**src/hw/gfx_cfg.svh**
```systemverilog
`ifndef GFX_CFG_SVH
`define GFX_CFG_SVH

// frame geometry, one 32-bit word per pixel

// pixels per line, address is row times this plus column
`define GFX_FB_WIDTH 256

// word address width, 512 lines of 256 pixels
`define GFX_ADDR_W 17

// memory word and pixel width
`define GFX_DATA_W 32

// cycles a requesting fetcher may go without a grant before it is forced in
`define GFX_FETCH_GAP 1

`endif

```
**src/hw/gfx_pkg.sv**
```systemverilog
`include "gfx_cfg.svh"

package gfx_pkg;

   // word address into the frame memory
   typedef logic [`GFX_ADDR_W-1:0] addr_t;

   // one pixel, one memory word
   typedef logic [`GFX_DATA_W-1:0] pixel_t;

   // per-byte write enable, all zero means read
   typedef logic [`GFX_DATA_W/8-1:0] ben_t;

   // x or y coordinate, also used for widths, heights and run lengths
   typedef logic [8:0] coord_t;

   // one-hot grant, bit 0 fetcher, bit 1 fill, bit 2 outline
   typedef logic [2:0] client_t;

   // shared by both rectangle engines
   // drain holds busy while the last write travels to memory
   typedef enum logic [1:0] {
      IDLE,
      RUN,
      DRAIN
   } draw_state_t;

endpackage

```
**src/hw/mem_req_if.sv**
```systemverilog
`timescale 1ns/100ps

// request channel between one memory client and the arbiter
interface mem_req_if;

   // request side, driven by the client
   gfx_pkg::addr_t  addr;
   gfx_pkg::pixel_t wrdata;
   // byte enables, zero means read
   gfx_pkg::ben_t   op;
   logic            rts;

   // grant side, driven by the arbiter
   logic            rtr;
   // read data for this client sits on the broadcast bus
   logic            rd_valid;

   modport client (
      output addr, wrdata, op, rts,
      input  rtr, rd_valid
   );

   modport arbiter (
      input  addr, wrdata, op, rts,
      output rtr, rd_valid
   );

endinterface

```
**src/hw/mem_arbiter.sv**
```systemverilog
`timescale 1ns/100ps
`include "gfx_cfg.svh"

module mem_arbiter (
   input  logic             clk,
   input  logic             rst_,
   mem_req_if.arbiter       fetch,
   mem_req_if.arbiter       fill,
   mem_req_if.arbiter       outline,
   input  logic             soft_req,
   input  gfx_pkg::addr_t   soft_addr,
   input  gfx_pkg::pixel_t  soft_data,
   input  gfx_pkg::ben_t    soft_ben,
   output gfx_pkg::ben_t    mem_ben,
   output gfx_pkg::addr_t   mem_addr,
   output gfx_pkg::pixel_t  mem_wdata,
   output gfx_pkg::client_t sel
);

   // wide enough to count well past the fetch gap
   localparam int WAIT_W = 4;

   gfx_pkg::client_t req;
   gfx_pkg::client_t xfer;
   gfx_pkg::client_t rr_ptr;
   gfx_pkg::client_t rr_rot;
   gfx_pkg::client_t fixed_pick;
   gfx_pkg::client_t sel_nxt;
   // owner of a read, one stage per cycle of memory latency
   gfx_pkg::client_t rd_own_q1;
   gfx_pkg::client_t rd_own_q2;

   logic [WAIT_W-1:0] wait_cnt;
   logic [WAIT_W-1:0] wait_nxt;
   logic              fetch_force;

   gfx_pkg::addr_t    win_addr;
   gfx_pkg::pixel_t   win_data;
   gfx_pkg::ben_t     win_op;

   assign req = {outline.rts, fill.rts, fetch.rts};

   // soft path owns the port in any cycle it asks, clients just stall
   assign fetch.rtr   = sel[0] & ~soft_req;
   assign fill.rtr    = sel[1] & ~soft_req;
   assign outline.rtr = sel[2] & ~soft_req;

   assign xfer = {outline.rtr & outline.rts, fill.rtr & fill.rts, fetch.rtr & fetch.rts};

   // next round-robin owner, fetcher after outline
   assign rr_rot = {rr_ptr[1:0], rr_ptr[2]};

   // fallback when the owner has nothing to do
   always_comb begin
      if (req[0]) begin
         fixed_pick = 3'b001;
      end else if (req[1]) begin
         fixed_pick = 3'b010;
      end else if (req[2]) begin
         fixed_pick = 3'b100;
      end else begin
         fixed_pick = 3'b000;
      end
   end

   // cycles the fetcher has been requesting without a transfer
   always_comb begin
      if (xfer[0] || !req[0]) begin
         wait_nxt = '0;
      end else if (wait_cnt == '1) begin
         wait_nxt = wait_cnt;
      end else begin
         wait_nxt = wait_cnt + 1'b1;
      end
   end

   assign fetch_force = req[0] && (wait_nxt >= WAIT_W'(`GFX_FETCH_GAP));

   always_comb begin
      if (fetch_force) begin
         sel_nxt = 3'b001;
      end else if ((req & rr_ptr) != '0) begin
         sel_nxt = rr_ptr;
      end else begin
         sel_nxt = fixed_pick;
      end
   end

   // command of the granted client
   always_comb begin
      case (sel)
         3'b010: begin
            win_addr = fill.addr;
            win_data = fill.wrdata;
            win_op   = fill.op;
         end
         3'b100: begin
            win_addr = outline.addr;
            win_data = outline.wrdata;
            win_op   = outline.op;
         end
         default: begin
            win_addr = fetch.addr;
            win_data = fetch.wrdata;
            win_op   = fetch.op;
         end
      endcase
   end

   always_ff @(posedge clk or negedge rst_) begin
      if (!rst_) begin
         sel       <= '0;
         rr_ptr    <= 3'b001;
         wait_cnt  <= '0;
         mem_ben   <= '0;
         rd_own_q1 <= '0;
         rd_own_q2 <= '0;
      end else begin
         sel       <= sel_nxt;
         wait_cnt  <= wait_nxt;
         rd_own_q2 <= rd_own_q1;
         // a forced fetch slot does not use up anyone's turn
         if (!fetch_force) begin
            rr_ptr <= rr_rot;
         end
         if (soft_req) begin
            mem_ben   <= soft_ben;
            rd_own_q1 <= '0;
         end else if (xfer != '0) begin
            mem_ben   <= win_op;
            rd_own_q1 <= (win_op == '0) ? xfer : '0;
         end else begin
            mem_ben   <= '0;
            rd_own_q1 <= '0;
         end
      end
   end

   always_ff @(posedge clk) begin
      if (soft_req) begin
         mem_addr  <= soft_addr;
         mem_wdata <= soft_data;
      end else begin
         mem_addr  <= win_addr;
         mem_wdata <= win_data;
      end
   end

   // read data is on the bus two cycles after the transfer
   assign fetch.rd_valid   = rd_own_q2[0];
   assign fill.rd_valid    = rd_own_q2[1];
   assign outline.rd_valid = rd_own_q2[2];

endmodule

```
**src/flat_wrapper.sv**
```systemverilog
// flat-port wrapper written by rule: the top's interface ports become plain ports
module mem_arbiter_flat 
  (clk, rst_, soft_req, soft_addr, soft_data, soft_ben, mem_ben, mem_addr, mem_wdata, sel, fetch_addr, fetch_wrdata, fetch_op, fetch_rts, fetch_rtr, fetch_rd_valid, fill_addr, fill_wrdata, fill_op, fill_rts, fill_rtr, fill_rd_valid, outline_addr, outline_wrdata, outline_op, outline_rts, outline_rtr, outline_rd_valid);
  mem_req_if fetch_i ();
  mem_req_if fill_i ();
  mem_req_if outline_i ();
  input  logic clk;
  input  logic rst_;
  input  logic soft_req;
  input  gfx_pkg::addr_t soft_addr;
  input  gfx_pkg::pixel_t soft_data;
  input  gfx_pkg::ben_t soft_ben;
  output gfx_pkg::ben_t mem_ben;
  output gfx_pkg::addr_t mem_addr;
  output gfx_pkg::pixel_t mem_wdata;
  output gfx_pkg::client_t sel;
  input wire logic [$bits(fetch_i.addr)-1:0] fetch_addr;
  input wire logic [$bits(fetch_i.wrdata)-1:0] fetch_wrdata;
  input wire logic [$bits(fetch_i.op)-1:0] fetch_op;
  input wire logic [$bits(fetch_i.rts)-1:0] fetch_rts;
  output wire logic [$bits(fetch_i.rtr)-1:0] fetch_rtr;
  output wire logic [$bits(fetch_i.rd_valid)-1:0] fetch_rd_valid;
  input wire logic [$bits(fill_i.addr)-1:0] fill_addr;
  input wire logic [$bits(fill_i.wrdata)-1:0] fill_wrdata;
  input wire logic [$bits(fill_i.op)-1:0] fill_op;
  input wire logic [$bits(fill_i.rts)-1:0] fill_rts;
  output wire logic [$bits(fill_i.rtr)-1:0] fill_rtr;
  output wire logic [$bits(fill_i.rd_valid)-1:0] fill_rd_valid;
  input wire logic [$bits(outline_i.addr)-1:0] outline_addr;
  input wire logic [$bits(outline_i.wrdata)-1:0] outline_wrdata;
  input wire logic [$bits(outline_i.op)-1:0] outline_op;
  input wire logic [$bits(outline_i.rts)-1:0] outline_rts;
  output wire logic [$bits(outline_i.rtr)-1:0] outline_rtr;
  output wire logic [$bits(outline_i.rd_valid)-1:0] outline_rd_valid;
  assign fetch_i.addr = fetch_addr;
  assign fetch_i.wrdata = fetch_wrdata;
  assign fetch_i.op = fetch_op;
  assign fetch_i.rts = fetch_rts;
  assign fetch_rtr = fetch_i.rtr;
  assign fetch_rd_valid = fetch_i.rd_valid;
  assign fill_i.addr = fill_addr;
  assign fill_i.wrdata = fill_wrdata;
  assign fill_i.op = fill_op;
  assign fill_i.rts = fill_rts;
  assign fill_rtr = fill_i.rtr;
  assign fill_rd_valid = fill_i.rd_valid;
  assign outline_i.addr = outline_addr;
  assign outline_i.wrdata = outline_wrdata;
  assign outline_i.op = outline_op;
  assign outline_i.rts = outline_rts;
  assign outline_rtr = outline_i.rtr;
  assign outline_rd_valid = outline_i.rd_valid;
  mem_arbiter u_core (.clk(clk), .rst_(rst_), .fetch(fetch_i), .fill(fill_i), .outline(outline_i), .soft_req(soft_req), .soft_addr(soft_addr), .soft_data(soft_data), .soft_ben(soft_ben), .mem_ben(mem_ben), .mem_addr(mem_addr), .mem_wdata(mem_wdata), .sel(sel));
endmodule
```
**config.mk**
```make
export PLATFORM = sky130hd
export DESIGN_NAME = mem_arbiter_flat
export DESIGN_NICKNAME = d
export VERILOG_FILES = /design/src/hw/gfx_pkg.sv /design/src/hw/mem_req_if.sv /design/src/hw/mem_arbiter.sv /design/src/flat_wrapper.sv
export VERILOG_INCLUDE_DIRS = /design/src /design/src/hw
export SDC_FILE = /design/constraint.sdc
export NUM_CORES = 1
export LEC_CHECK = 0
export ABC_AREA = 1
export ABC_CLOCK_PERIOD_IN_PS = 1400
export BUFFER_PORTS_ARGS = -buffer_cell sky130_fd_sc_hd__buf_2
export CORE_AREA = 2 2 108 110
export CTS_CLUSTER_DIAMETER = 40
export CTS_CLUSTER_SIZE = 8
export DETAILED_ROUTE_END_ITERATION = 16
export DIE_AREA = 0 0 110 112
export PLACE_DENSITY = 0.7
export SYNTH_ARGS = -nofsm -noshare
export SYNTH_HDL_FRONTEND = slang
export SYNTH_SLANG_ARGS = --single-unit
```
**constraint.sdc**
```tcl
create_clock -name clk -period 1.4 [get_ports clk]
set_input_delay 0.28 -clock clk [delete_from_list [all_inputs] [get_ports clk]]
set_output_delay 0.28 -clock clk [all_outputs]
set_load 0.02 [all_outputs]
```
# Word-level counts from Yosys, hierarchy flattened

Cells that the tools add are included.

Add/subtract/negate cells: 1
Magnitude comparators: 1
Eq/ne operators: 3
Multiplexer cells: 17
Bitwise gates (word level): 8
Reduce and logical (&&, ||, !) cells: 6

Operator list:

| operator                                                           | number |
|---|---|
| one-hot mux 32 bit (2 select lines)                                | 1 |
| one-hot mux 17 bit (2 select lines)                                | 1 |
| two-way mux 32 bit                                                 | 1 |
| two-way mux 3 bit                                                  | 8 |
| two-way mux 17 bit                                                 | 1 |
| two-way mux 4 bit                                                  | 4 |
| one-hot mux 4 bit (2 select lines)                                 | 1 |
| AND 1 bit                                                          | 6 |
| nonzero test 3 bit                                                 | 2 |
| adder 4 x 1 -> 4 bit (second input constant)                       | 1 |
| == test 4 bit (second input constant)                              | 1 |
| greater-or-equal comparator 4 x 1 -> 1 bit (second input constant) | 1 |
| logical NOT 4 bit                                                  | 1 |
| AND 3 bit                                                          | 1 |
| == test 3 x 2 -> 1 bit (second input constant)                     | 1 |
| == test 3 bit (second input constant)                              | 1 |
| logical AND 1 bit                                                  | 1 |
| logical NOT 1 bit                                                  | 1 |
| logical OR 1 bit                                                   | 1 |
| NOT 1 bit                                                          | 1 |

Bits in registers: 69
Input bits: 218
Output and inout port bits: 62
Word-level logic and storage cells: 44

# Logic depth before layout (Yosys ltp)

Depth after elaboration: 8
Gate-level depth with buffers: 10
Gate-level depth less buffers: 10

# Worst setup path before layout

OpenSTA, ideal clock, no wires.

Path kind: register -> register
Start: reg u_core.sel[0]
End: reg u_core.sel[0]
Setup time: 0.127 ns
Arrival time: 1.376 ns
Data required time: 1.273 ns
Slack: -0.103 ns
Cell stages (with the launch flop): 8
Path buffers: 0
Clock period less this slack: 1.503 ns
Cells stage by stage: dfrtp_1 inv_1 nor2_2 nor2_1 nand3_1 nand2_1 nor2_2 nand2_1

Cells in the longest elaborated chain, start to end: 7

Ends and longest elaborated chain:

| item                                       | line               | RTL |
|---|---|---|
| start: declaration                         | mem_arbiter.sv:17  | `output gfx_pkg::client_t sel` |
| start signal: assignment                   | mem_arbiter.sv:119 | `sel <= sel_nxt;` |
| AND 1 bit                                  | mem_arbiter.sv:44  | `assign fetch.rtr = sel[0] & ~soft_req;` |
| via fetch_rtr                              | flat_wrapper.sv:21 | `output wire logic [$bits(fetch_i.rtr)-1:0] fetch_rtr;` |
| AND 1 bit                                  | mem_arbiter.sv:48  | `assign xfer = {outline.rtr & outline.rts, fill.rtr & fill.rts, fetch.rtr & fetch.rts};` |
| logical OR 1 bit                           | mem_arbiter.sv:68  | `if (xfer[0] \|\| !req[0]) begin` |
| two-way mux 4 bit                          | mem_arbiter.sv:68  |  |
| greater-or-equal comparator 4 x 1 -> 1 bit | mem_arbiter.sv:77  | `` assign fetch_force = req[0] && (wait_nxt >= WAIT_W'(`GFX_FETCH_GAP)); `` |
| logical AND 1 bit                          | mem_arbiter.sv:77  |  |
| two-way mux 3 bit                          | mem_arbiter.sv:80  | `if (fetch_force) begin` |
| via u_core.sel_nxt[0]                      | mem_arbiter.sv:28  | `gfx_pkg::client_t sel_nxt;` |

The timed path passes the listed nets, and every way through them passes these cells.
A chain may end at the register's enable or synchronous reset.

# Final worst setup path

Start: reg u_core.sel[0]
End: out fetch_rtr

Cells in the longest elaborated chain, start to end: 1

Ends and longest elaborated chain:

| item             | line |
|---|---|
| AND 1 bit        | mem_arbiter.sv:44 |
| end: declaration | flat_wrapper.sv:21 |

No other way between the ends.

==> run metrics <==
outcome finished with violations; failing checks setup timing; synth top area cells dfxtp_1, nand2_1, dfrtp_1; hold slack 0.148 ns; share of layout cells above drive strength 1 48.1%; CTS buffer count 9; sequential share of the synthesized area 45.6%; Yosys reg bits between 60 and 70; Min-Delay Path Class in2reg; RSZ-0062 raised after global routing yes; r2r worst-path depth 9; GRT overflow 0; final-report max-slew violation count 0; Yosys top cell by area dfxtp_1; Layout Area Growth over Synthesis 73.3%; most common cell in the netlist nand2_1; Yosys warning total 0; Final WS setup -0.0116 ns; Critical path origin u_core.sel[0]; routability congestion estimate 0.868; Worst R2R Start u_core.wait_cnt[1]; CTS tree yes; FFs w/ async S/R, synth 29.0%; Worst-Margin Slew 0.466 ns; Die Area roughly 12,000 um2; CP Capture Type output pin; first-pass GRT wire length 19.2 mm; Initial Util 29.1%; CTS Buffer Depth 2; synthesized area 3250 um2; Post-synth EDFFs 0; worst path arrival time ~1.1 ns; post-synth top area share 30.2%; clock slew at reported path FFs 0.06 ns; IO Count 280; post-route setup TNS -0.0116 ns; DR vias/cell 4.73; Final setup viols 1; Syn Area/Cell 6.93 um2; wire length on met2 6.56 mm; Post-DP Area 4880 um2; Max Freq 708 MHz; register area about 1500 um2; total wire length 13.8 mm; drt pass-1 iters 4; setup slack, reg-to-reg 0.03 ns; max layer used met4; fin crit period 1.41 ns; Leakage between 3 and 4 nW; global-route usage over all layers between 20 and 25%; chip width 110 um; Core Area 11,200 um2; Min-Delay Endpoint u_core.mem_ben[3]; Setup Skew 0.00480 ns; Synth top cells by count nand2_1, nor2_1, dfxtp_1; CP Launch Type flop; VDD IR max 0.704 mV; largest net degree at the start of global routing 37; fill count 1,101; pwr/cell area 1020 nW/um2; Gate Count Post-Synth 469; Worst Path Required between 1 and 1.5 ns; relative slew slack 69.0%; Most used DFF post-synth dfxtp_1; root buf cell clkbuf_16; drt drc 0; max cap viols 0; multi-input logic area 1730 um2; Synthesized Nets around 690; hold path depth 3; Die Y 112 um; post-synth cell types 21; initial antenna violation count 3; WL/cell 15.2 um; # rows 39; post-detail-place hpwl approximately 9.5 mm; reg2reg end u_core.sel[1]; vias in the first global route 4,042; DR vias 4,309; I/O Buffers roughly 280; type of the worst setup path reg2out; TritonCTS Sinks 69; Tcrit/Tclk final 101%; pre-CTS WS -0.0579 ns; DR iter-0 viols 334; htree depth 3; crit-path max FO 3; Finished Cell Area roughly 5600 um2; Final Hold Fails 0; fin util 50.4%; fin nets just under 1,000; DRT met1 WL 5.38 mm; DR WL met3 1.37 mm; Hold Crit Start soft_ben[3]; worst skew pair latency roughly 0.33 ns; Antenna Violating Nets Remaining 0
[state kept, by name (all words and copies together) (netlist names)]
register	cells
u_core.mem_wdata	32
u_core.mem_addr	17
u_core.mem_ben	4
u_core.wait_cnt	4
u_core.rd_own_q1	3
u_core.rd_own_q2	3
u_core.rr_ptr	3
u_core.sel	3
[power by group]
group	internal, W	switching, W	leakage (nW)	total [W]
Clock	0.00138	0.000842	0.135	0.00222
Combinational	0.000590	0.000734	2.21	0.00132
Sequential	0.00213	0.0000532	0.675	0.00219
Total	0.00410	0.00163	3.02	0.00573
[cell type report]
type / instances / share of cell area, %
timing repair buffer: 306 / 32.6
multi-input combinational: 351 / 30.7
sequential: 69 / 26.4
clock buffer: 14 / 4.34
tap: 143 / 3.18
inverter: 23 / 2.02
clock inverter: 2 / 0.622
antenna: 3 / 0.133
[logic make-up (layout without fill, tap and decap cells)]
| logic type | count (synthesis) | after routing | share of synthesized area, % |
|---|---|---|---|
| and+or+nand+nor | 260 | 260 | 31.4 |
| AOI/OAI and AO/OA | 90 | 90 | 15.5 |
| DFF | 69 | 69 | 45.6 |
| buffers and inverters | 49 | 345 | 7.13 |
| adders and majority gates | 1 | 1 | 0.385 |
| other | 0 | 3 | 0 |
[layout by cell type (no fill, tap or decap), drive strengths merged]
| master | n |
|---|---|
| buf | 298 |
| a21oi | 42 |
| clkinv | 2 |
| inv | 22 |
| dfxtp | 49 |
| nor2 | 59 |
| nand3 | 22 |
| clkbuf | 21 |
| dlygate4sd3 | 1 |
| nand2 | 178 |
| ha | 1 |
| a31oi | 42 |
| bufinv | 1 |
| nand4 | 1 |
| diode | 3 |
| dfrtp | 19 |
| dfstp | 1 |
| o21ai | 6 |
[per-layer routing]
| metal | global-route usage (%) | vias to the layer above |
|---|---|---|
| met1 | 22.7 | 1909 |
| li1 | - | 2118 |
| met4 | 9.70 | 0 |
| met5 | 0 | - |
| met2 | 35.1 | 244 |
| met3 | 5.62 | 38 |
[worst max-delay path: stages, from the launching register on]
cell     delay, ns
dfrtp_2       0.43
inv_4         0.06
nor2_4        0.14
buf_4         0.17
[what timing repair did]
action                                  in CTS  in global routing
pin swaps                                    1                 16
hold endpoints to repair                    19                  0
setup buffers                                1                  4
endpoints found under the setup margin      11                 61
gates cloned                                 0                  7
resized for setup                           10                 63
hold buffers                                 1                  0
[through the flow]
stage                     power, W  std cells
final                      0.00573        911
after global routing       0.00603        911
after CTS                  0.00563        897
after detailed placement   0.00339        879
after global placement     0.00338        879
after floorplan            0.00279        469
[worst max-delay path by stage]
| stage | to | slack, ns |
|---|---|---|
| final | fetch_rtr | -0.01 |
| after global routing | u_core.sel[1] | -0.08 |
| after CTS | u_core.sel[2] | 0.0008 |
| after detailed placement | u_core.rr_ptr[1] | -0.06 |
| after global placement | u_core.rr_ptr[2] | -0.02 |
| after floorplan | u_core.mem_wdata[20] | 0.03 |
Power figures use the tool's default switching activity.
