File: src/hw/gfx_cfg.svh
`ifndef GFX_CFG_SVH
`define GFX_CFG_SVH

// frame geometry, one 32-bit word per pixel

// pixels per line, address is row times this plus column
`define GFX_FB_WIDTH 256

// word address width, 512 lines of 256 pixels
`define GFX_ADDR_W 17

// memory word and pixel width
`define GFX_DATA_W 32

// cycles a requesting fetcher may go without a grant before it is forced in
`define GFX_FETCH_GAP 1

`endif

File: src/hw/gfx_pkg.sv
`include "gfx_cfg.svh"

package gfx_pkg;

   // word address into the frame memory
   typedef logic [`GFX_ADDR_W-1:0] addr_t;

   // one pixel, one memory word
   typedef logic [`GFX_DATA_W-1:0] pixel_t;

   // per-byte write enable, all zero means read
   typedef logic [`GFX_DATA_W/8-1:0] ben_t;

   // x or y coordinate, also used for widths, heights and run lengths
   typedef logic [8:0] coord_t;

   // one-hot grant, bit 0 fetcher, bit 1 fill, bit 2 outline
   typedef logic [2:0] client_t;

   // shared by both rectangle engines
   // drain holds busy while the last write travels to memory
   typedef enum logic [1:0] {
      IDLE,
      RUN,
      DRAIN
   } draw_state_t;

endpackage

File: src/hw/mem_req_if.sv
`timescale 1ns/100ps

// request channel between one memory client and the arbiter
interface mem_req_if;

   // request side, driven by the client
   gfx_pkg::addr_t  addr;
   gfx_pkg::pixel_t wrdata;
   // byte enables, zero means read
   gfx_pkg::ben_t   op;
   logic            rts;

   // grant side, driven by the arbiter
   logic            rtr;
   // read data for this client sits on the broadcast bus
   logic            rd_valid;

   modport client (
      output addr, wrdata, op, rts,
      input  rtr, rd_valid
   );

   modport arbiter (
      input  addr, wrdata, op, rts,
      output rtr, rd_valid
   );

endinterface

File: src/hw/scan_fetcher.sv
`timescale 1ns/100ps
`include "gfx_cfg.svh"

module scan_fetcher (
   input  logic            clk,
   input  logic            rst_,
   input  logic            fetch_start,
   input  gfx_pkg::coord_t fetch_x,
   input  gfx_pkg::coord_t fetch_y,
   input  gfx_pkg::coord_t fetch_len,
   output logic            fetch_busy,
   output gfx_pkg::pixel_t pix_data,
   output logic            pix_valid,
   input  gfx_pkg::pixel_t bcast_data,
   mem_req_if.client       mem
);

   gfx_pkg::coord_t x_q;
   gfx_pkg::coord_t y_q;
   gfx_pkg::coord_t len_q;
   // reads issued and pixels handed out, kept apart so reads overlap
   gfx_pkg::coord_t iss_cnt;
   gfx_pkg::coord_t ret_cnt;
   gfx_pkg::coord_t cur_x;
   logic            xfer;

   assign xfer  = mem.rts & mem.rtr;
   assign cur_x = x_q + iss_cnt;

   // keep issuing until every read of the run has gone out
   assign mem.rts    = fetch_busy && (iss_cnt != len_q);
   assign mem.addr   = gfx_pkg::addr_t'(y_q * `GFX_FB_WIDTH + cur_x);
   assign mem.wrdata = '0;
   assign mem.op     = '0;

   always_ff @(posedge clk or negedge rst_) begin
      if (!rst_) begin
         fetch_busy <= 1'b0;
         pix_valid  <= 1'b0;
         iss_cnt    <= '0;
         ret_cnt    <= '0;
      end else begin
         // fixed read latency keeps returns in issue order
         pix_valid <= mem.rd_valid;
         if (!fetch_busy) begin
            iss_cnt <= '0;
            ret_cnt <= '0;
            // zero length run does nothing
            if (fetch_start && fetch_len != '0) begin
               fetch_busy <= 1'b1;
            end
         end else begin
            if (xfer) begin
               iss_cnt <= iss_cnt + 1'b1;
            end
            if (pix_valid) begin
               ret_cnt <= ret_cnt + 1'b1;
               // drop busy right after the last pixel
               if (ret_cnt == len_q - 1'b1) begin
                  fetch_busy <= 1'b0;
               end
            end
         end
      end
   end

   always_ff @(posedge clk) begin
      if (!fetch_busy && fetch_start) begin
         x_q   <= fetch_x;
         y_q   <= fetch_y;
         len_q <= fetch_len;
      end
      if (mem.rd_valid) begin
         pix_data <= bcast_data;
      end
   end

endmodule

File: src/flat_wrapper.sv
// flat-port wrapper written by rule: the top's interface ports become plain ports
module scan_fetcher_flat 
  (clk, rst_, fetch_start, fetch_x, fetch_y, fetch_len, fetch_busy, pix_data, pix_valid, bcast_data, mem_addr, mem_wrdata, mem_op, mem_rts, mem_rtr, mem_rd_valid);
  mem_req_if mem_i ();
  input  logic clk;
  input  logic rst_;
  input  logic fetch_start;
  input  gfx_pkg::coord_t fetch_x;
  input  gfx_pkg::coord_t fetch_y;
  input  gfx_pkg::coord_t fetch_len;
  output logic fetch_busy;
  output gfx_pkg::pixel_t pix_data;
  output logic pix_valid;
  input  gfx_pkg::pixel_t bcast_data;
  output wire logic [$bits(mem_i.addr)-1:0] mem_addr;
  output wire logic [$bits(mem_i.wrdata)-1:0] mem_wrdata;
  output wire logic [$bits(mem_i.op)-1:0] mem_op;
  output wire logic [$bits(mem_i.rts)-1:0] mem_rts;
  input wire logic [$bits(mem_i.rtr)-1:0] mem_rtr;
  input wire logic [$bits(mem_i.rd_valid)-1:0] mem_rd_valid;
  assign mem_addr = mem_i.addr;
  assign mem_wrdata = mem_i.wrdata;
  assign mem_op = mem_i.op;
  assign mem_rts = mem_i.rts;
  assign mem_i.rtr = mem_rtr;
  assign mem_i.rd_valid = mem_rd_valid;
  scan_fetcher u_core (.clk(clk), .rst_(rst_), .fetch_start(fetch_start), .fetch_x(fetch_x), .fetch_y(fetch_y), .fetch_len(fetch_len), .fetch_busy(fetch_busy), .pix_data(pix_data), .pix_valid(pix_valid), .bcast_data(bcast_data), .mem(mem_i));
endmodule
File: config.mk
export PLATFORM = sky130hd
export DESIGN_NAME = scan_fetcher_flat
export DESIGN_NICKNAME = d
export VERILOG_FILES = /design/src/hw/gfx_pkg.sv /design/src/hw/mem_req_if.sv /design/src/hw/scan_fetcher.sv /design/src/flat_wrapper.sv
export VERILOG_INCLUDE_DIRS = /design/src /design/src/hw
export SDC_FILE = /design/constraint.sdc
export NUM_CORES = 1
export LEC_CHECK = 0
export BUFFER_PORTS_ARGS = -buffer_cell sky130_fd_sc_hd__buf_2
export CORE_MARGIN = 2
export CORE_UTILIZATION = 49
export CTS_CLUSTER_SIZE = 12
export DETAILED_ROUTE_END_ITERATION = 16
export GPL_ROUTABILITY_DRIVEN = 0
export PLACE_DENSITY = 0.79
export SETUP_SLACK_MARGIN = 0.1
export SYNTH_ARGS = -nofsm -noshare
export SYNTH_HDL_FRONTEND = slang
export SYNTH_SLANG_ARGS = --single-unit
File: constraint.sdc
create_clock -name clk -period 8.3 [get_ports clk]
set_input_delay 0.83 -clock clk [delete_from_list [all_inputs] [get_ports clk]]
set_output_delay 0.83 -clock clk [all_outputs]
set_load 0.005 [all_outputs]
Yosys cells after proc, flatten, opt, wreduce, memory -nomap -nowiden
Index checks and enable logic that the tools add are counted.

word-level totals
  register bits = 79
  latch bits = 0
  bits in writable memories = 0
  memory bits (read-only) = 0
  input port bits = 64
  output and inout bits = 88
  logic and storage cells = 31
  memories = 0

operators by class
  add/subtract/negate cells = 5
  $mul = 0
  divide/modulo/power cells = 0
  magnitude comparators = 0
  eq/ne operators = 4
  shifts and indexed selects = 0
  mux-type cells = 8
  bitwise gates (word level) = 1
  reduce and logical (&&, ||, !) cells = 5

operator list
  operator             number
  $mux 9               4
  $add 9x1->9 const B  2
  $add 17x9->17        1
  $add 9x9->9          1
  $eq 9x9->1           1
  $ne 9x9->1           1
  $reduce_bool 9->1    1
  $sub 9x1->9 const B  1
  $mux 1               4
  $ne 2x2->1 const B   2
  $logic_and 1x1->1    3
  $and 1x1->1          1
  $logic_not 1->1      1

Depth between registers and ports, before layout
Gate-level depths: netlist of run 1.

  word-level depth = 5
  mapped depth = 11
  mapped depth without buffers = 11

Least setup slack after synthesis of run 1
OpenSTA, ideal clock, no wires.

  path type = reg2out
  start point = register u_core.iss_cnt[0]
  end point = output mem_addr[16]
  arrival time = 2676 ps
  required time = 7470 ps
  path slack = 4794 ps
  cell stages (with the launch flop) = 12
  buffers on the path = 0
  path through = dfrtp_1 ha_1 fa_1 a21o_1 a21oi_1 o21ai_1 o41ai_1 xnor2_1 ha_1 ha_1 nand4_1 xnor2_1

on the way
  word-level cells in the longest chain between the ends = 2

RTL lines
  item                      RTL line            RTL
  start: declaration        scan_fetcher.sv:22  gfx_pkg::coord_t iss_cnt;
  start signal: assignment  scan_fetcher.sv:54  iss_cnt <= iss_cnt + 1'b1;
  $add 9x9->9               scan_fetcher.sv:28  assign cur_x = x_q + iss_cnt;
  $add 17x9->17             scan_fetcher.sv:32  assign mem.addr = gfx_pkg::addr_t'(y_q * `GFX_FB_WIDTH + cur_x);
  end: declaration          flat_wrapper.sv:15  output wire logic [$bits(mem_i.addr)-1:0] mem_addr;

Every way passes these cells.

Worst setup path in the final report of run 1
  start point = register u_core.iss_cnt[0]
  end point = output mem_addr[12]

The elaborated chain is that of the path after synthesis.

==> flow_summary.json, run 1 <==
{
  "vdd_ir_drop_max_mv": 0.164,
  "timing_worst_slew_pin_value_ns": 0.894,
  "initial_utilization_pct": 50.4,
  "first_pass_grt_wire_length_mm": 12.2,
  "main_combinational_cell_family_by_area_after_synthesis": "simple AND/OR/NAND/NOR gates",
  "worst_ep_arrival_time_ns": 3.52,
  "synth_top_cell_by_area": "edfxtp_1",
  "synth_compound_area_share_pct": 6.82,
  "maxSlewViolCount": 0,
  "avgViaCountPerCell": 5.05,
  "count_of_synthesis_stage_warnings_from_yosys": 0,
  "final_cell_area_um2": 4590,
  "yosys.cell_types.count": 45,
  "fp.dieArea_um2": 8630,
  "clock_tree_from_tritoncts": "built",
  "worst_setup_hold_path_clk_slew_ns": 0.08,
  "number_of_buffers_inserted_to_repair_setup_after_cts": 0,
  "io_pins": 152,
  "post_dp_cell_area_um2": 4390,
  "floorplan.die.height_um": 92.9,
  "clock.fmax_mhz": 230,
  "final_nets": 499,
  "gate_count_of_the_mapped_netlist": 302,
  "fin_skew_ns": 0.00735,
  "crit_fanout": 5,
  "power_per_cell_area_nw_per_um2": 238,
  "grt_antenna_before_repair": 0,
  "asyncSetResetFlopFracSynth_pct": 25.3,
  "yosys.area_share.simple_pct": 10.5,
  "worst_setup_path_startpoint": "u_core.iss_cnt[0]",
  "timing.setup.critical_path_class": "flip-flop to output port",
  "place.port_buffers": 115,
  "syn-cell-area_um2": 3870,
  "std_cell_rows": 32,
  "timing.rr.start": "u_core.len_q[0]",
  "number_of_clock_buffers_inserted_by_tritoncts": 9,
  "ctsResizeCount": 0,
  "crit_required_ns": 7.47,
  "min_period_over_period_pct": 52.4,
  "outcome": "finished clean",
  "post_synthesis_share_of_cell_area_spent_on_xor_and_xnor_gates_pct": 9.73,
  "synth-main-ff-cell": "edfxtp_1",
  "post_synth_mux_area_share_pct": 0.517,
  "netlist.area_leader.share_pct": 45.8,
  "grt-ovfl-total": 0,
  "maxSlewHeadroom_pct": 40.1,
  "period_needed_ns": 4.35,
  "grt_usage_pct": 18.6,
  "report.final.hold_viol_count": 0,
  "synth_enable_flop_cells": 59,
  "timing.final.setup_violations": 0,
  "ant_nets": 0,
  "drt_iter0_drc": 78,
  "post_synth.cell_area_avg_um2": 12.8,
  "cts-root-to-sink-buffers": 2,
  "min_path_type": "input pin to async pin",
  "grt_max_degree": 34,
  "drt_wl_total_mm": 7.62,
  "antenna_cells_inserted": 0,
  "number_of_maximum_capacitance_constraint_violations": 0,
  "layout-drive-gt1-share_pct": 32.4,
  "leakage_power_of_the_design_nw": 1.94,
  "cp-end-kind": "output port",
  "worst_slack_ns": 3.95,
  "layout.cells.most_common_list": "buf_2 (115), edfxtp_1 (59), conb_1 (36)",
  "unrepaired_setup_endpoints_after_global_routing": "no",
  "post_synth_fa_ha_maj_area_fraction_pct": 4.72,
  "ys_ff_latch": 79,
  "fin_setup_tns_ns": 0,
  "cts_hold_buf": 0,
  "num_vias": 2664,
  "first_pass_iters": 4,
  "layout.cells.most_common": "buf_2",
  "insertion_delay_ns": 0.36,
  "synth_seq_area_share_pct": 58.7,
  "power.total_mw": 1.09,
  "dp_hpwl_mm": 5.87,
  "drc_errors": 0,
  "number_of_global_route_vias_before_repair": 2596,
  "synth_area_leaders": "edfxtp_1 (46%), dfrtp_1 (13%), buf_4 (7.0%)",
  "wire_per_inst_um": 14.4,
  "n_fill_cell": 608,
  "area_delta_synth_final_pct": 18.4,
  "coreArea_um2": 7690,
  "worstSetupStartpointType": "flip-flop",
  "dp_worst_setup_slack_ns": 4.36,
  "chipWidth_um": 92.9,
  "clkSinkCount": 79,
  "cts_root_buf": "clkbuf_8",
  "h-tree-depth": 3
}
per-layer routing:
layer	global-route usage, %	routed length [µm]	vias up
li1	-	-	1264
met1	20.7	2840	1258
met2	31.6	3920	126
met3	6.83	680	16
met4	8.33	181	0
met5	0	0	-
cell usage after synthesis, types with 2 or more instances:
cell type / count
o31ai_1: 4
nor3_1: 6
xor2_1: 15
inv_1: 4
nor2_1: 18
edfxtp_1: 59
nand3_1: 8
or3_1: 5
o41ai_1: 2
ha_1: 13
buf_4: 36
xnor2_1: 28
mux2i_1: 2
a21oi_1: 14
o21ai_0: 8
o21ai_1: 2
clkbuf_1: 3
nand4_1: 8
or4_1: 4
dfrtp_1: 20
buf_6: 4
nand2_1: 12
and3_1: 3
a21o_1: 2
and2_1: 2
flip-flops by register name (all words and copies together), names as in the netlist:
name               flops
u_core.fetch_busy      1
u_core.iss_cnt         9
u_core.len_q           9
u_core.pix_data       32
u_core.pix_valid       1
u_core.ret_cnt         9
u_core.x_q             9
u_core.y_q             9
stage by stage:
stage               utilization [%]  cells  hold WS [ns]
global placement               57.1    512         0.565
global route                   59.7    528         0.453
CTS                            59.7    528         0.427
floorplan                         -    337         0.534
finish                         59.7    528         0.409
detailed placement             57.1    512         0.588
worst paths after layout:
kind | to | cells after the start | slack [ns]
max in group asynchronous | u_core.ret_cnt[3] | 1 | 7.57
setup / recovery | mem_addr[12] | 12 | 3.95
min in group clk | u_core.ret_cnt[8] | 2 | 0.60
hold reg to reg | u_core.ret_cnt[8] | 2 | 0.60
setup reg to reg | u_core.iss_cnt[1] | 5 | 6.18
hold / removal | u_core.ret_cnt[8] | 1 | 0.41
kinds of logic (layout without fill, tap and decap cells):
family,after synthesis,after routing
AOI/OAI and AO/OA,40,40
xor gates and xnor gates,43,43
adders and majority gates,14,14
buffers and inverters,48,137
DFF,79,79
muxes,2,2
other,1,36
and+or+nand+nor,75,75
final cells by class:
cell class | count | area, µm² | share of cell area, %
Clock inverter | 6 | 67.6 | 1.47
Sequential cell | 79 | 2270 | 49.5
Clock buffer | 10 | 128 | 2.78
Timing Repair Buffer | 116 | 583 | 12.7
Multi-Input combinational cell | 210 | 1390 | 30.3
Tap cell | 102 | 128 | 2.78
Inverter | 5 | 18.8 | 0.409
worst max-delay path, stage by stage (launching register included):
cell     delay, ns
dfrtp_1       0.45
ha_1          0.26
fa_1          0.42
a21o_1        0.20
a21oi_1       0.22
o21ai_1       0.12
o41ai_1       0.35
xnor2_1       0.19
ha_1          0.27
ha_1          0.26
nand3_1       0.12
xnor2_1       0.16
buf_2         0.13
power breakdown:
group | internal, mW | total, mW | switching [mW]
combinational | 0.134 | 0.272 | 0.138
clock | 0.141 | 0.286 | 0.146
sequential | 0.471 | 0.532 | 0.0612
No activity file was read; power rests on OpenSTA's default activity.
==> run 2, diff against run 1 <==
ABC_AREA = 1   (was default)
CORE_UTILIZATION = 45   (was 49)
PLACE_DENSITY = 0.76   (was 0.79)
clock period = 3.92 ns   (was 8.3 ns; I/O delays follow)
==> flow_summary.json, run 2 <==
{
  "gate_count_of_the_mapped_netlist": 377,
  "power.total_mw": 2.33,
  "cp-end-kind": "output port",
  "timing.rr.start": "u_core.fetch_busy",
  "number_of_global_route_vias_before_repair": 2989,
  "power_per_cell_area_nw_per_um2": 481,
  "synth_enable_flop_cells": 59,
  "yosys.cell_types.count": 36,
  "synth_most_common_cell": "nand2_1",
  "io_pins": 152,
  "synth_top_cell_by_area": "edfxtp_1",
  "report.final.hold_viol_count": 0,
  "area_delta_synth_final_pct": 19.9,
  "post_synth.cell_area_avg_um2": 10.7,
  "ys_ff_latch": 79,
  "worst_ep_arrival_time_ns": 3.20,
  "min_path_type": "input pin to flip-flop",
  "grt_max_degree": 34,
  "number_of_flip_flops_under_the_largest_register_name": 32,
  "syn-cell-area_um2": 4040,
  "drt_wl_total_mm": 8.29,
  "setup.reg_to_reg.worst_slack_ns": 1.96,
  "grt-ovfl-total": 0,
  "coreArea_um2": 8720,
  "std_cell_rows": 34,
  "drc_errors": 0,
  "chipWidth_um": 98.7,
  "crit-reg2reg-capture": "u_core.len_q[6]",
  "num_vias": 3019,
  "grt_antenna_before_repair": 0,
  "antenna_cells_inserted": 0,
  "fp.dieArea_um2": 9740,
  "synth-main-ff-cell": "edfxtp_1",
  "worst_setup_hold_path_clk_slew_ns": 0.08,
  "maxSlewViolCount": 0,
  "number_of_maximum_capacitance_constraint_violations": 0,
  "floorplan.die.height_um": 98.7,
  "r2r.worst_path.cells": 3,
  "holdCritStartpoint": "bcast_data[29]",
  "count_of_synthesis_stage_warnings_from_yosys": 0,
  "insertion_delay_ns": 0.35,
  "clock.fmax_mhz": 278,
  "n_fill_cell": 745,
  "holdPathStages": 1,
  "registers.top_by_ff_count": "u_core.pix_data",
  "timing.setup.critical_path_class": "flip-flop to output port",
  "ant_nets": 0,
  "timing_worst_slew_pin_value_ns": 0.667,
  "cts_root_buf": "clkbuf_8",
  "synth_area_leaders": "edfxtp_1 (44%), dfrtp_1 (12%), buf_4 (6.7%)",
  "dp_worst_setup_slack_ns": 0.576,
  "leakage_power_of_the_design_nw": 2.32,
  "maxSlewHeadroom_pct": 55.5,
  "wire_per_inst_um": 13.5,
  "crit_fanout": 7,
  "crit_required_ns": 3.53,
  "clock_tree_from_tritoncts": "built",
  "first_pass_iters": 4,
  "avgViaCountPerCell": 4.92,
  "initial_utilization_pct": 46.3,
  "clkSinkCount": 79,
  "first_pass_grt_wire_length_mm": 13.4,
  "outcome": "finished clean",
  "fin_skew_ns": 0.00960,
  "synth_commonest_cells": "nand2_1 (66), edfxtp_1 (59), buf_4 (36), inv_1 (36), nand3_1 (30)",
  "min_period_over_period_pct": 91.7,
  "place.port_buffers": 115,
  "unrepaired_setup_endpoints_after_global_routing": "no",
  "period_needed_ns": 3.59,
  "timing.final.setup_violations": 0,
  "cts-root-to-sink-buffers": 2,
  "worst_slack_ns": 0.326,
  "drt_iter0_drc": 125,
  "layout-drive-gt1-share_pct": 28.9,
  "layout.cells.most_common_list": "buf_2 (115), nand2_1 (66), edfxtp_1 (59)",
  "vdd_ir_drop_max_mv": 0.298,
  "h-tree-depth": 3,
  "number_of_clock_buffers_inserted_by_tritoncts": 9,
  "asyncSetResetFlopFracSynth_pct": 25.3,
  "hold_end": "u_core.pix_data[29]",
  "layout.cells.most_common": "buf_2",
  "grt_usage_pct": 17.4,
  "fin_setup_tns_ns": 0,
  "netlist.area_leader.share_pct": 43.9,
  "synth_seq_area_share_pct": 56.3,
  "worstSetupStartpointType": "flip-flop",
  "dp_hpwl_mm": 6.47,
  "final_nets": 579
}
-- run 2: cell count changes after synthesis, sizes merged, moves of 4 or more --
cell   before  now
inv         4   38
nand2      13   66
nand3       9   33
nand4       9   15
o31ai       5    0
or3         5    0
or4         4    0
xnor2      28    8
xor2       15   23
-- run 2: kinds of logic after synthesis --
logic type                 Yosys count  synth area share [%]
and+or+nand+nor                    146                  17.3
buffers and inverters               79                  10.9
DFF                                 79                  56.3
xor gates and xnor gates            32                  7.28
AOI/OAI and AO/OA                   26                  3.57
adders and majority gates           14                  4.53
other                                1                0.0929
-- run 2: per-stage QoR --
step                utilization, %  hold slack (ns)  std cells  area [µm²]
finish                        55.5            0.209        614        4840
global placement              52.7            0.375        596        4600
detailed placement            52.7            0.381        596        4600
global route                  55.5            0.186        614        4840
floorplan                        -           0.0964        412        4170
CTS                           55.4            0.188        613        4830
-- run 2: timing repair --
item,CTS,global route
hold buffers,1,0
resized for setup,0,2
buffers inserted,0,1
setup endpoints to repair,0,2
endpoints found under the hold margin,15,0
-- run 2: layout make-up --
type	count	area (µm²)	area share [%]
multi-input combinational	254	1460	30.2
tap	108	135	2.79
sequential	79	2270	47.0
inverter	38	143	2.95
clock buffer	10	128	2.64
timing repair buffer	119	608	12.6
clock inverter	6	92.6	1.91
-- run 2: worst max-delay path: stages (launching register included) --
cell and delay (ns):
dfrtp_2 0.45, ha_1 0.24, fa_1 0.40, nand3_1 0.10
nand3_1 0.12, nand4_1 0.11, o211ai_1 0.12, xor2_1 0.18
ha_1 0.20, ha_1 0.19, nand2_1 0.10, nor3b_2 0.21
buf_4 0.14, xor2_1 0.15, buf_2 0.14
-- run 2: worst max path at each step --
stage                            from            to  cells past startpoint
detailed placement  u_core.iss_cnt[0]  mem_addr[16]                     14
CTS                 u_core.iss_cnt[0]  mem_addr[16]                     14
global placement    u_core.iss_cnt[0]  mem_addr[16]                     14
floorplan           u_core.iss_cnt[0]  mem_addr[16]                     13
finish              u_core.iss_cnt[0]  mem_addr[14]                     14
global route        u_core.iss_cnt[0]  mem_addr[16]                     14
-- run 2: power by group --
group          leakage (nW)  internal, mW  switching (mW)
logic                  1.40         0.243           0.308
registers             0.812          1.00           0.112
clock network         0.104         0.363           0.299
total                  2.32          1.61           0.719
-- run 2: layer usage --
layer | up-vias | share of wire [%] | GRT usage (%)
met5 | - | 0 | 0
met4 | 0 | 2.3 | 8.43
met3 | 16 | 8.8 | 6.17
met2 | 144 | 50 | 30.1
met1 | 1405 | 39 | 19.0
li1 | 1454 | - | -
