`src/hw/gfx_cfg.svh`:
```
`ifndef GFX_CFG_SVH
`define GFX_CFG_SVH

// frame geometry, one 32-bit word per pixel

// pixels per line, address is row times this plus column
`define GFX_FB_WIDTH 256

// word address width, 512 lines of 256 pixels
`define GFX_ADDR_W 17

// memory word and pixel width
`define GFX_DATA_W 32

// cycles a requesting fetcher may go without a grant before it is forced in
`define GFX_FETCH_GAP 1

`endif

```
`src/hw/gfx_pkg.sv`:
```
`include "gfx_cfg.svh"

package gfx_pkg;

   // word address into the frame memory
   typedef logic [`GFX_ADDR_W-1:0] addr_t;

   // one pixel, one memory word
   typedef logic [`GFX_DATA_W-1:0] pixel_t;

   // per-byte write enable, all zero means read
   typedef logic [`GFX_DATA_W/8-1:0] ben_t;

   // x or y coordinate, also used for widths, heights and run lengths
   typedef logic [8:0] coord_t;

   // one-hot grant, bit 0 fetcher, bit 1 fill, bit 2 outline
   typedef logic [2:0] client_t;

   // shared by both rectangle engines
   // drain holds busy while the last write travels to memory
   typedef enum logic [1:0] {
      IDLE,
      RUN,
      DRAIN
   } draw_state_t;

endpackage

```
`src/hw/mem_req_if.sv`:
```
`timescale 1ns/100ps

// request channel between one memory client and the arbiter
interface mem_req_if;

   // request side, driven by the client
   gfx_pkg::addr_t  addr;
   gfx_pkg::pixel_t wrdata;
   // byte enables, zero means read
   gfx_pkg::ben_t   op;
   logic            rts;

   // grant side, driven by the arbiter
   logic            rtr;
   // read data for this client sits on the broadcast bus
   logic            rd_valid;

   modport client (
      output addr, wrdata, op, rts,
      input  rtr, rd_valid
   );

   modport arbiter (
      input  addr, wrdata, op, rts,
      output rtr, rd_valid
   );

endinterface

```
`src/hw/rect_outline_engine.sv`:
```
`timescale 1ns/100ps
`include "gfx_cfg.svh"

module rect_outline_engine (
   input  logic            clk,
   input  logic            rst_,
   input  logic            start,
   input  gfx_pkg::coord_t x0,
   input  gfx_pkg::coord_t y0,
   input  gfx_pkg::coord_t w,
   input  gfx_pkg::coord_t h,
   input  gfx_pkg::pixel_t color,
   output logic            busy,
   mem_req_if.client       mem
);

   gfx_pkg::draw_state_t state;

   gfx_pkg::coord_t x0_q;
   gfx_pkg::coord_t y0_q;
   gfx_pkg::coord_t w_q;
   gfx_pkg::coord_t h_q;
   gfx_pkg::pixel_t color_q;

   gfx_pkg::coord_t cnt_x;
   gfx_pkg::coord_t cnt_y;
   gfx_pkg::coord_t cur_x;
   gfx_pkg::coord_t cur_y;

   logic xfer;
   logic last_col;
   logic last_row;
   logic edge_row;

   assign xfer     = mem.rts & mem.rtr;
   assign last_col = (cnt_x == w_q - 1'b1);
   assign last_row = (cnt_y == h_q - 1'b1);
   // top and bottom rows are written in full
   assign edge_row = (cnt_y == '0) || last_row;
   assign cur_x    = x0_q + cnt_x;
   assign cur_y    = y0_q + cnt_y;

   // only border pixels are ever visited, so every step is a write
   assign mem.rts    = (state == gfx_pkg::RUN);
   assign mem.addr   = gfx_pkg::addr_t'(cur_y * `GFX_FB_WIDTH + cur_x);
   assign mem.wrdata = color_q;
   assign mem.op     = '1;

   assign busy = (state != gfx_pkg::IDLE);

   always_ff @(posedge clk or negedge rst_) begin
      if (!rst_) begin
         state <= gfx_pkg::IDLE;
         cnt_x <= '0;
         cnt_y <= '0;
      end else begin
         case (state)
            gfx_pkg::IDLE: begin
               cnt_x <= '0;
               cnt_y <= '0;
               if (start && (w == '0 || h == '0)) begin
                  state <= gfx_pkg::DRAIN;
               end else if (start) begin
                  state <= gfx_pkg::RUN;
               end
            end
            gfx_pkg::RUN: begin
               // width 1 makes first and last column the same pixel,
               // last_col wins so it is written once
               if (xfer && last_col) begin
                  cnt_x <= '0;
                  cnt_y <= cnt_y + 1'b1;
                  if (last_row) begin
                     state <= gfx_pkg::DRAIN;
                  end
               end else if (xfer && !edge_row) begin
                  // interior row, jump from left edge straight to right edge
                  cnt_x <= w_q - 1'b1;
               end else if (xfer) begin
                  cnt_x <= cnt_x + 1'b1;
               end
            end
            default: begin
               state <= gfx_pkg::IDLE;
            end
         endcase
      end
   end

   always_ff @(posedge clk) begin
      if (state == gfx_pkg::IDLE && start) begin
         x0_q    <= x0;
         y0_q    <= y0;
         w_q     <= w;
         h_q     <= h;
         color_q <= color;
      end
   end

endmodule

```
`src/flat_wrapper.sv`:
```
// flat-port wrapper written by rule: the top's interface ports become plain ports
module rect_outline_engine_flat 
  (clk, rst_, start, x0, y0, w, h, color, busy, mem_addr, mem_wrdata, mem_op, mem_rts, mem_rtr, mem_rd_valid);
  mem_req_if mem_i ();
  input  logic clk;
  input  logic rst_;
  input  logic start;
  input  gfx_pkg::coord_t x0;
  input  gfx_pkg::coord_t y0;
  input  gfx_pkg::coord_t w;
  input  gfx_pkg::coord_t h;
  input  gfx_pkg::pixel_t color;
  output logic busy;
  output wire logic [$bits(mem_i.addr)-1:0] mem_addr;
  output wire logic [$bits(mem_i.wrdata)-1:0] mem_wrdata;
  output wire logic [$bits(mem_i.op)-1:0] mem_op;
  output wire logic [$bits(mem_i.rts)-1:0] mem_rts;
  input wire logic [$bits(mem_i.rtr)-1:0] mem_rtr;
  input wire logic [$bits(mem_i.rd_valid)-1:0] mem_rd_valid;
  assign mem_addr = mem_i.addr;
  assign mem_wrdata = mem_i.wrdata;
  assign mem_op = mem_i.op;
  assign mem_rts = mem_i.rts;
  assign mem_i.rtr = mem_rtr;
  assign mem_i.rd_valid = mem_rd_valid;
  rect_outline_engine u_core (.clk(clk), .rst_(rst_), .start(start), .x0(x0), .y0(y0), .w(w), .h(h), .color(color), .busy(busy), .mem(mem_i));
endmodule
```
`config.mk`:
```
export PLATFORM = sky130hd
export DESIGN_NAME = rect_outline_engine_flat
export DESIGN_NICKNAME = d
export VERILOG_FILES = /design/src/hw/gfx_pkg.sv /design/src/hw/mem_req_if.sv /design/src/hw/rect_outline_engine.sv /design/src/flat_wrapper.sv
export VERILOG_INCLUDE_DIRS = /design/src /design/src/hw
export SDC_FILE = /design/constraint.sdc
export NUM_CORES = 1
export LEC_CHECK = 0
export BUFFER_PORTS_ARGS = -buffer_cell sky130_fd_sc_hd__buf_2
export CORE_UTILIZATION = 48
export DETAILED_ROUTE_END_ITERATION = 6
export GPL_TIMING_DRIVEN = 0
export PLACE_DENSITY = 0.78
export SYNTH_ARGS = -nofsm -noshare
export SYNTH_HDL_FRONTEND = slang
export SYNTH_SLANG_ARGS = --single-unit
export TNS_END_PERCENT = 5
```
`constraint.sdc`:
```
create_clock -name clk -period 3.1 [get_ports clk]
set_clock_uncertainty 0.1 [all_clocks]
set_input_delay 0.31 -clock clk [delete_from_list [all_inputs] [get_ports clk]]
set_output_delay 0.31 -clock clk [all_outputs]
set_load 0.01 [all_outputs]
```
* After elaboration in Yosys (flattened, before gate mapping)
Cells that the tools add are included.
Storage, ports and cells: register bits after elaboration 88, bits of input ports 73, output and inout port bits 55, word-level logic and storage cells 50
Operators by class: bitwise gates (word level) 1, reductions and logical operators 16, eq/ne operators 7, multiplexer cells 11, add/sub/neg operators 7
Operator list (number):
- $mux 9 | 4
- $pmux 9 s2 | 2
- $logic_not 9->1 | 3
- $add 9x1->9 const B | 2
- $add 9x9->9 | 2
- $eq 9x9->1 | 2
- $sub 9x1->9 const B | 2
- $add 17x9->17 | 1
- $mux 2 | 4
- $logic_and 1x1->1 | 4
- $ne 2x2->1 const B | 2
- $ne 4x4->1 const B | 1
- $pmux 2 s2 | 1
- $reduce_and 2->1 | 2
- $reduce_bool 2->1 | 2
- $ne 3x2->1 const B | 1
- $reduce_and 3->1 | 1
- $eq 2x1->1 const B | 1
- $logic_not 2->1 | 1
- $logic_or 1x1->1 | 2
- $and 1x1->1 | 1
- $logic_not 1->1 | 1

* Longest topological paths before layout
Gate-level depths: netlist (run 1).
word-level depth 8, depth in mapped cells 14, gate-level depth less buffers 14

* Worst setup path before layout (run 1)
Ideal clock, no wire load.
path type reg2out, from register u_core.cnt_x[0], to output mem_addr[16], buffers on the path 0, data required time 2.690 ns, setup slack -0.043 ns, arrival time 2.733 ns, cell stages (with the launch flop) 15, cells stage by stage dfrtp_1 > ha_1 > fa_1 > a21oi_1 > nor2_1 > nor2_1 > o21bai_1 > a21oi_1 > o21ai_0 > xnor2_1 > ha_1 > ha_1 > nand2_1 > nor3_1 > xnor2_1
On the way: cells in the longest elaborated chain, start to end 2
RTL lines:
- start, declared | line rect_outline_engine.sv:25 | gfx_pkg::coord_t cnt_x;
- start signal, assigned | line rect_outline_engine.sv:78 | cnt_x <= w_q - 1'b1;
- start signal, assigned | line rect_outline_engine.sv:80 | cnt_x <= cnt_x + 1'b1;
- $add 9x9->9 | line rect_outline_engine.sv:40 | assign cur_x = x0_q + cnt_x;
- $add 17x9->17 | line rect_outline_engine.sv:45 | assign mem.addr = gfx_pkg::addr_t'(cur_y * `GFX_FB_WIDTH + cur_x);
- end, declared | line flat_wrapper.sv:14 | output wire logic [$bits(mem_i.addr)-1:0] mem_addr;
Every way passes these cells.

* Worst setup path after layout (run 1)
from register u_core.cnt_y[0], to output mem_addr[16]
On the way: cells in the longest elaborated chain, start to end 2
RTL lines:
- start, declared | line rect_outline_engine.sv:26 | gfx_pkg::coord_t cnt_y;
- start signal, assigned | line rect_outline_engine.sv:72 | cnt_y <= cnt_y + 1'b1;
- $add 9x9->9 | line rect_outline_engine.sv:41 | assign cur_y = y0_q + cnt_y;
- $add 17x9->17 | line rect_outline_engine.sv:45
Every way passes these cells.

==> out/metrics.cfg, run 1 <==
[run_status]
status = finished, violations left
violations = setup timing

[power]
leakage_nw = 2.52
total_power_mw = 3.72
power.density_mw_per_mm2 = 625
irDropWorstVdd_v = 0.000386

[synthesis]
netlist.area_leader.share_pct = 42.5
yosysTopAreaCell = edfxtp_1
synthesis.area_mm2 = 0.00480
synth_ff_type = edfxtp_1
yosysMostFrequentCell = edfxtp_1
syn-instance-count = 409
synth_commonest_cells = 68 x edfxtp_1, 29 x xnor2_1, 28 x nor2_1, 27 x nand2_1, 23 x ha_1
ys_ff_latch = 88
synth.top_cells.by_area = edfxtp_1 43%, dfrtp_1 10%, ha_1 6.0%
seq_area_frac_synth_pct = 53.0
ys.warnings.count = 0
synth-edff-count = 68
synth_cell_types = 61
ys_async_sr_fraction_pct = 22.7
avgSynthCellArea_um2 = 11.7

[placement]
port_buffers = 122
dp_cells = 667
pre_cts_slack_ns = -0.407
place_area_mm2 = 0.00560
dp_hpwl_um = 7750
routabilityCongestion = 0.901

[setup_path]
end_kind = output pin
r2r_end = u_core.cnt_y[6]$_DFFE_PN0P_
worstPathRequired_ns = 2.69
crit_path_end = mem_addr[16]
worst-setup-path-type = register to output pin
worstPathCellList = ha_1, fa_1, a21o_1, a21oi_1, nor2b_1, o31ai_2, o2111ai_2, nor3_2, xnor2_1, buf_2
cp_max_fo = 7
cpPeakStageDelay_ns = 0.48
cp-startpoint = u_core.cnt_y[0]$_DFFE_PN0P_
rr_startpoint = u_core.w_q[0]$_DFFE_PP_
r2r_slack_ns = 0.04
startpoint_type = register
crit_arrival_ns = 3.00
cp_slowest_cell = dfrtp_2
rr_worst_depth = 9

[global_route]
grt_overflow_total = 0
grt_first_pass_wirelength_um = 16200
grt_use_total_pct = 20.6
grt_pass1_vias = 3510
antenna_found_initial = 0
grt_max_degree = 69

[timing]
timing.hold.ws_ns = 0.0202
finalWorstSetupSlack_ns = -0.312
finalSetupViolCount = 7
max-slew-margin-rel_pct = 43.1
fin_crit_ns = 3.41
slew_violations = 0
hold_violations = 0
finalSetupTns_ns = -1.53
rsz0062_at_grt = true
worst_pin_slew_ns = 0.854
fmax_ghz = 0.293
min_period_over_period_pct = 110

[routing]
vias = 3688
drtIter0Drc = 125
vias_per_cell = 5.34
ant_nets = 0
drc = 0
drt-total-wl_um = 10200
wl_per_cell_um = 14.8
dr.pass1.iters = 4

[cells_and_area]
antennaDiodeCount = 0
final_cell_area_mm2 = 0.00595
layout.nets = 650
final_util_pct = 61.2
layout-drive-gt1-share_pct = 31.2
syn_to_final_growth_pct = 24.0
final_cell_count_no_fill = 690

[clock_network]
cts_buffer_depth = 2
cts_buffers = 9
cts_tree = done
clkLatencyLatePin_ns = 0.36
root_buffer = clkbuf_8
clk_pin_slew_ns = 0.09
clock_sinks = 88
cts_max_level = 3

[floorplan]
rows = 36
initial_utilization_pct = 49.3
dieHeight_um = 102
coreArea_mm2 = 0.00973
io-pin-count = 128
die_x_um = 102
die_area_mm2 = 0.0104

[hold_path]
hold_path.class = primary input to register
holdCritStartpoint = y0[4]

[run]
drv_cap = 0

[critical path: cells and delay by family, from the launching register on]
kind / cells / cell delay, ns
AOI/OAI and AO/OA: 4 / 0.92
xor gates and xnor gates: 1 / 0.13
adders and majority gates: 2 / 0.65
buffers and inverters: 1 / 0.14
DFF: 1 / 0.48
and+or+nand+nor: 2 / 0.32
[what timing repair did]
item / in CTS / in global routing
setup buffers: 4 / 0
setup endpoints to repair: 11 / 25
hold buffers: 1 / 2
pin swaps: 10 / 5
gates cloned: 0 / 0
resized for setup: 15 / 8
endpoints found under the hold margin: 20 / 2
[final cells by class]
class	count	area [um^2]
plain buffers	14	76.3
clock buffers	9	124
clock inverters	7	71.3
fillers	818	3780
inverters	17	63.8
multi-input cells	293	2220
flip-flops and latches	88	2540
well taps	133	166
repair buffers	129	683
[registers in the layout, indices dropped and copies added (netlist names)]
name,cells
u_core.mem.wrdata,32
u_core.cnt_x,9
u_core.cnt_y,9
u_core.h_q,9
u_core.w_q,9
u_core.x0_q,9
u_core.y0_q,9
u_core.state,2
[cell usage in the layout, fill, tap and decap left out, types with 3 or more instances in the layout]
cell | Yosys | routed
a31oi_1 | 4 | 4
buf_6 | 1 | 3
a21oi_1 | 20 | 18
o2bb2ai_1 | 4 | 4
ha_1 | 23 | 19
xnor3_1 | 4 | 4
a21o_1 | 4 | 4
clkbuf_1 | 8 | 8
nor3_1 | 13 | 12
nand2_1 | 27 | 27
o31ai_1 | 5 | 4
buf_2 | 1 | 121
xor2_1 | 14 | 14
and2_1 | 5 | 4
conb_1 | 1 | 4
edfxtp_1 | 68 | 68
and3_1 | 4 | 3
buf_4 | 4 | 8
nor2b_1 | 5 | 4
nor2_1 | 28 | 27
nor4_1 | 4 | 4
inv_1 | 17 | 16
dlygate4sd3_1 | 0 | 3
ha_4 | 0 | 3
nand2b_1 | 8 | 8
xnor2_1 | 29 | 29
o21a_1 | 5 | 5
dfrtp_1 | 20 | 18
clkbuf_8 | 0 | 9
or4_1 | 3 | 3
nand4_1 | 8 | 8
o21ai_0 | 10 | 9
mux2i_1 | 8 | 8
nand3_1 | 12 | 12
[where the power goes]
part | leakage, nW | switching, mW | internal, mW
Combinational | 1.53 | 0.701 | 0.578
Sequential | 0.898 | 0.153 | 1.51
Clock | 0.0933 | 0.407 | 0.372
[logic make-up (layout without fill, tap and decap cells)]
logic type / Yosys count / after routing / share of synthesized area, %
buffers and inverters: 31 / 176 / 2.92
AND/OR/NAND/NOR: 135 / 135 / 15.2
AO/OA/AOI/OAI: 73 / 73 / 10.4
XOR/XNOR: 47 / 47 / 9.72
multiplexers: 9 / 9 / 1.90
adder cells (fa/ha/maj): 25 / 25 / 6.83
other: 1 / 4 / 0.0781
flip-flops: 88 / 88 / 53.0
[worst min-delay path by stage]
stage | endpoint | slack (ns) | cells past startpoint
floorplan | u_core.cnt_x[0]$_DFFE_PN0P_ | -0.09 | 0
global placement | u_core.cnt_x[1]$_DFFE_PN0P_ | 0.18 | 1
detailed placement | u_core.cnt_x[2]$_DFFE_PN0P_ | 0.19 | 1
CTS | u_core.y0_q[4]$_DFFE_PP_ | 0.003 | 1
global route | u_core.mem.wrdata[16]$_DFFE_PP_ | 0.0001 | 1
finish | u_core.y0_q[4]$_DFFE_PP_ | 0.02 | 1
[metal layers]
layer / up-vias / global-route usage (%) / routed length (um)
li1: 1804 / - / -
met1: 1739 / 25.0 / 4380
met5: - / 0 / 0
met2: 135 / 34.0 / 4870
met3: 10 / 7.05 / 864
met4: 0 / 7.36 / 124
No activity file was read; power rests on OpenSTA's default activity.
==> inputs of run 2 (changes only) <==
--- a/config.mk
+++ b/config.mk
@@ -11,6 +11,8 @@
 export DETAILED_ROUTE_END_ITERATION = 6
 export GPL_TIMING_DRIVEN = 0
 export PLACE_DENSITY = 0.78
+export SETUP_SLACK_MARGIN = 0.15
+export SLEW_MARGIN = 20
 export SYNTH_ARGS = -nofsm -noshare
 export SYNTH_HDL_FRONTEND = slang
 export SYNTH_SLANG_ARGS = --single-unit
==> constraint.sdc (replaced) <==
create_clock -name clk -period 2.9 [get_ports clk]
set_clock_uncertainty 0.1 [all_clocks]
set_input_delay 0.29 -clock clk [delete_from_list [all_inputs] [get_ports clk]]
set_output_delay 0.29 -clock clk [all_outputs]
set_load 0.01 [all_outputs]
==> run 2 against run 1 <==
The run still ends with setup timing left. Die area is the same. Utilization grew 4.2 points. Clock power grew 17%. Count of clock-buffer cells in the layout increased by 1. Combinational power is 9% higher. Via count is 3.1% higher. Final cell count up 5.7%. Critical path type unchanged. Highest routed layer unchanged.
==> out/metrics.cfg, run 2 (synthesized netlist as in run 1, its figures left out) <==
[run_status]
status = finished, violations left
violations = setup timing

[global_route]
antenna_found_initial = 0
grt_use_total_pct = 21.5
grt_max_degree = 51
grt_first_pass_wirelength_um = 17000
grt_pass1_vias = 3627
grt_overflow_total = 0

[routing]
drtIter0Drc = 266
vias_per_cell = 5.22
vias = 3804
wl_per_cell_um = 15.1
drc = 0
drt-total-wl_um = 11000
dr.pass1.iters = 5
ant_nets = 0

[setup_path]
cp-startpoint = u_core.x0_q[0]$_DFFE_PP_
crit_path_end = mem_addr[16]
rr_worst_depth = 9
cp_max_fo = 4
end_kind = output pin
r2r_slack_ns = -0.25
worst-setup-path-type = register to output pin
r2r_end = u_core.cnt_y[6]$_DFFE_PN0P_
startpoint_type = register
crit_arrival_ns = 2.97
rr_startpoint = u_core.w_q[0]$_DFFE_PP_
worstPathRequired_ns = 2.51

[floorplan]
initial_utilization_pct = 49.3
die_x_um = 102
io-pin-count = 128
coreArea_mm2 = 0.00973
die_area_mm2 = 0.0104
rows = 36
dieHeight_um = 102

[cells_and_area]
layout_commonest_cell = buf_2
antennaDiodeCount = 0
syn_to_final_growth_pct = 32.5
layout-drive-gt1-share_pct = 29.7
largest_reg_flops = 32
final_cell_count_no_fill = 729
mostFrequentLayoutCells = 123 x buf_2, 68 x edfxtp_1, 41 x dlygate4sd3_1, 28 x xnor2_1
nFillCells = 755
layout.nets = 689

[clock_network]
cts_buffer_depth = 2
clkLatencyLatePin_ns = 0.36
root_buffer = clkbuf_8
cts_buffers = 9
cts_tree = done
cts_max_level = 3
clock_sinks = 88
clk_pin_slew_ns = 0.08

[power]
irDropWorstVdd_v = 0.000439
power.density_mw_per_mm2 = 640
leakage_nw = 2.69

[timing]
finalWorstSetupSlack_ns = -0.462
finalSetupViolCount = 20
fin_crit_ns = 3.36
worst_pin_slew_ns = 0.600
fmax_ghz = 0.297
finalSetupTns_ns = -3.63
min_period_over_period_pct = 116
hold_violations = 0
rsz0062_at_grt = true
slew_violations = 0
max-slew-margin-rel_pct = 59.7

[placement]
port_buffers = 122
dp_hpwl_um = 7780
pre_cts_slack_ns = -0.298
routabilityCongestion = 0.859
dp_cells = 668

[hold_path]
hold_path.class = primary input to register

[run]
drv_cap = 0

run 2: area by class of cell:
cell class | instances | area [um^2] | area share [%]
inverter | 17 | 63.8 | 1.00
sequential | 88 | 2540 | 40.0
multi-input combinational | 293 | 2220 | 34.9
clock buffer | 10 | 128 | 2.01
tap | 133 | 166 | 2.62
timing repair buffer | 168 | 1070 | 16.8
clock inverter | 6 | 83.8 | 1.32
buffer | 14 | 80.1 | 1.26
run 2: power by group:
| group | total (mW) | switching (mW) | leakage [nW] | internal [mW] |
|---|---|---|---|---|
| logic | 1.39 | 0.754 | 1.70 | 0.636 |
| registers | 1.77 | 0.162 | 0.898 | 1.61 |
| clock network | 0.908 | 0.427 | 0.0999 | 0.481 |
run 2: layer usage:
metal | global-route usage (%) | routed length, um | vias to the layer above
li1 | - | - | 1874
met1 | 26.0 | 4700 | 1763
met2 | 36.7 | 5210 | 150
met3 | 6.91 | 948 | 17
met4 | 6.81 | 188 | 0
met5 | 0 | 0 | -
run 2: metrics by stage:
stage	cell area [um^2]	hold WS, ns	util [%]	total power [mW]
6_report	6360	0.0148	65.4	4.07
5_1_grt	6360	0.000194	65.4	4.31
4_1_cts	6140	0.0000253	63.1	4.05
3_5_place_dp	5660	0.177	58.1	3.10
3_3_place_gp	5630	0.163	57.9	3.05
2_1_floorplan	4860	-0.106	-	2.66
run 2: how the worst min path moves through the flow:
stage / slack [ns] / from / depth (start not counted) / to
2_1_floorplan: -0.11 / rst_ / 0 / u_core.cnt_x[0]$_DFFE_PN0P_
3_3_place_gp: 0.16 / rst_ / 1 / u_core.cnt_x[0]$_DFFE_PN0P_
3_5_place_dp: 0.18 / rst_ / 1 / u_core.cnt_x[0]$_DFFE_PN0P_
4_1_cts: 0.00003 / x0[1] / 1 / u_core.x0_q[1]$_DFFE_PP_
5_1_grt: 0.0002 / y0[4] / 1 / u_core.y0_q[4]$_DFFE_PP_
6_report: 0.01 / y0[2] / 1 / u_core.y0_q[2]$_DFFE_PP_
run 2: timing repair:
item,CTS,global route
hold endpoints to repair,40,20
setup buffers,3,1
hold buffers,21,20
pin swaps,6,4
resized for setup,10,6
endpoints found under the setup margin,28,31
run 2: worst max-delay path: stages (launching register included):
cell	delay, ns
edfxtp_1	0.39
ha_2	0.21
fa_2	0.35
a21oi_2	0.12
nor2_1	0.05
nor2_1	0.15
o21bai_1	0.10
a21oi_2	0.15
o21ai_1	0.09
xnor2_1	0.16
ha_2	0.23
ha_4	0.16
nand2_1	0.06
nor3_2	0.14
xnor2_1	0.13
buf_2	0.14
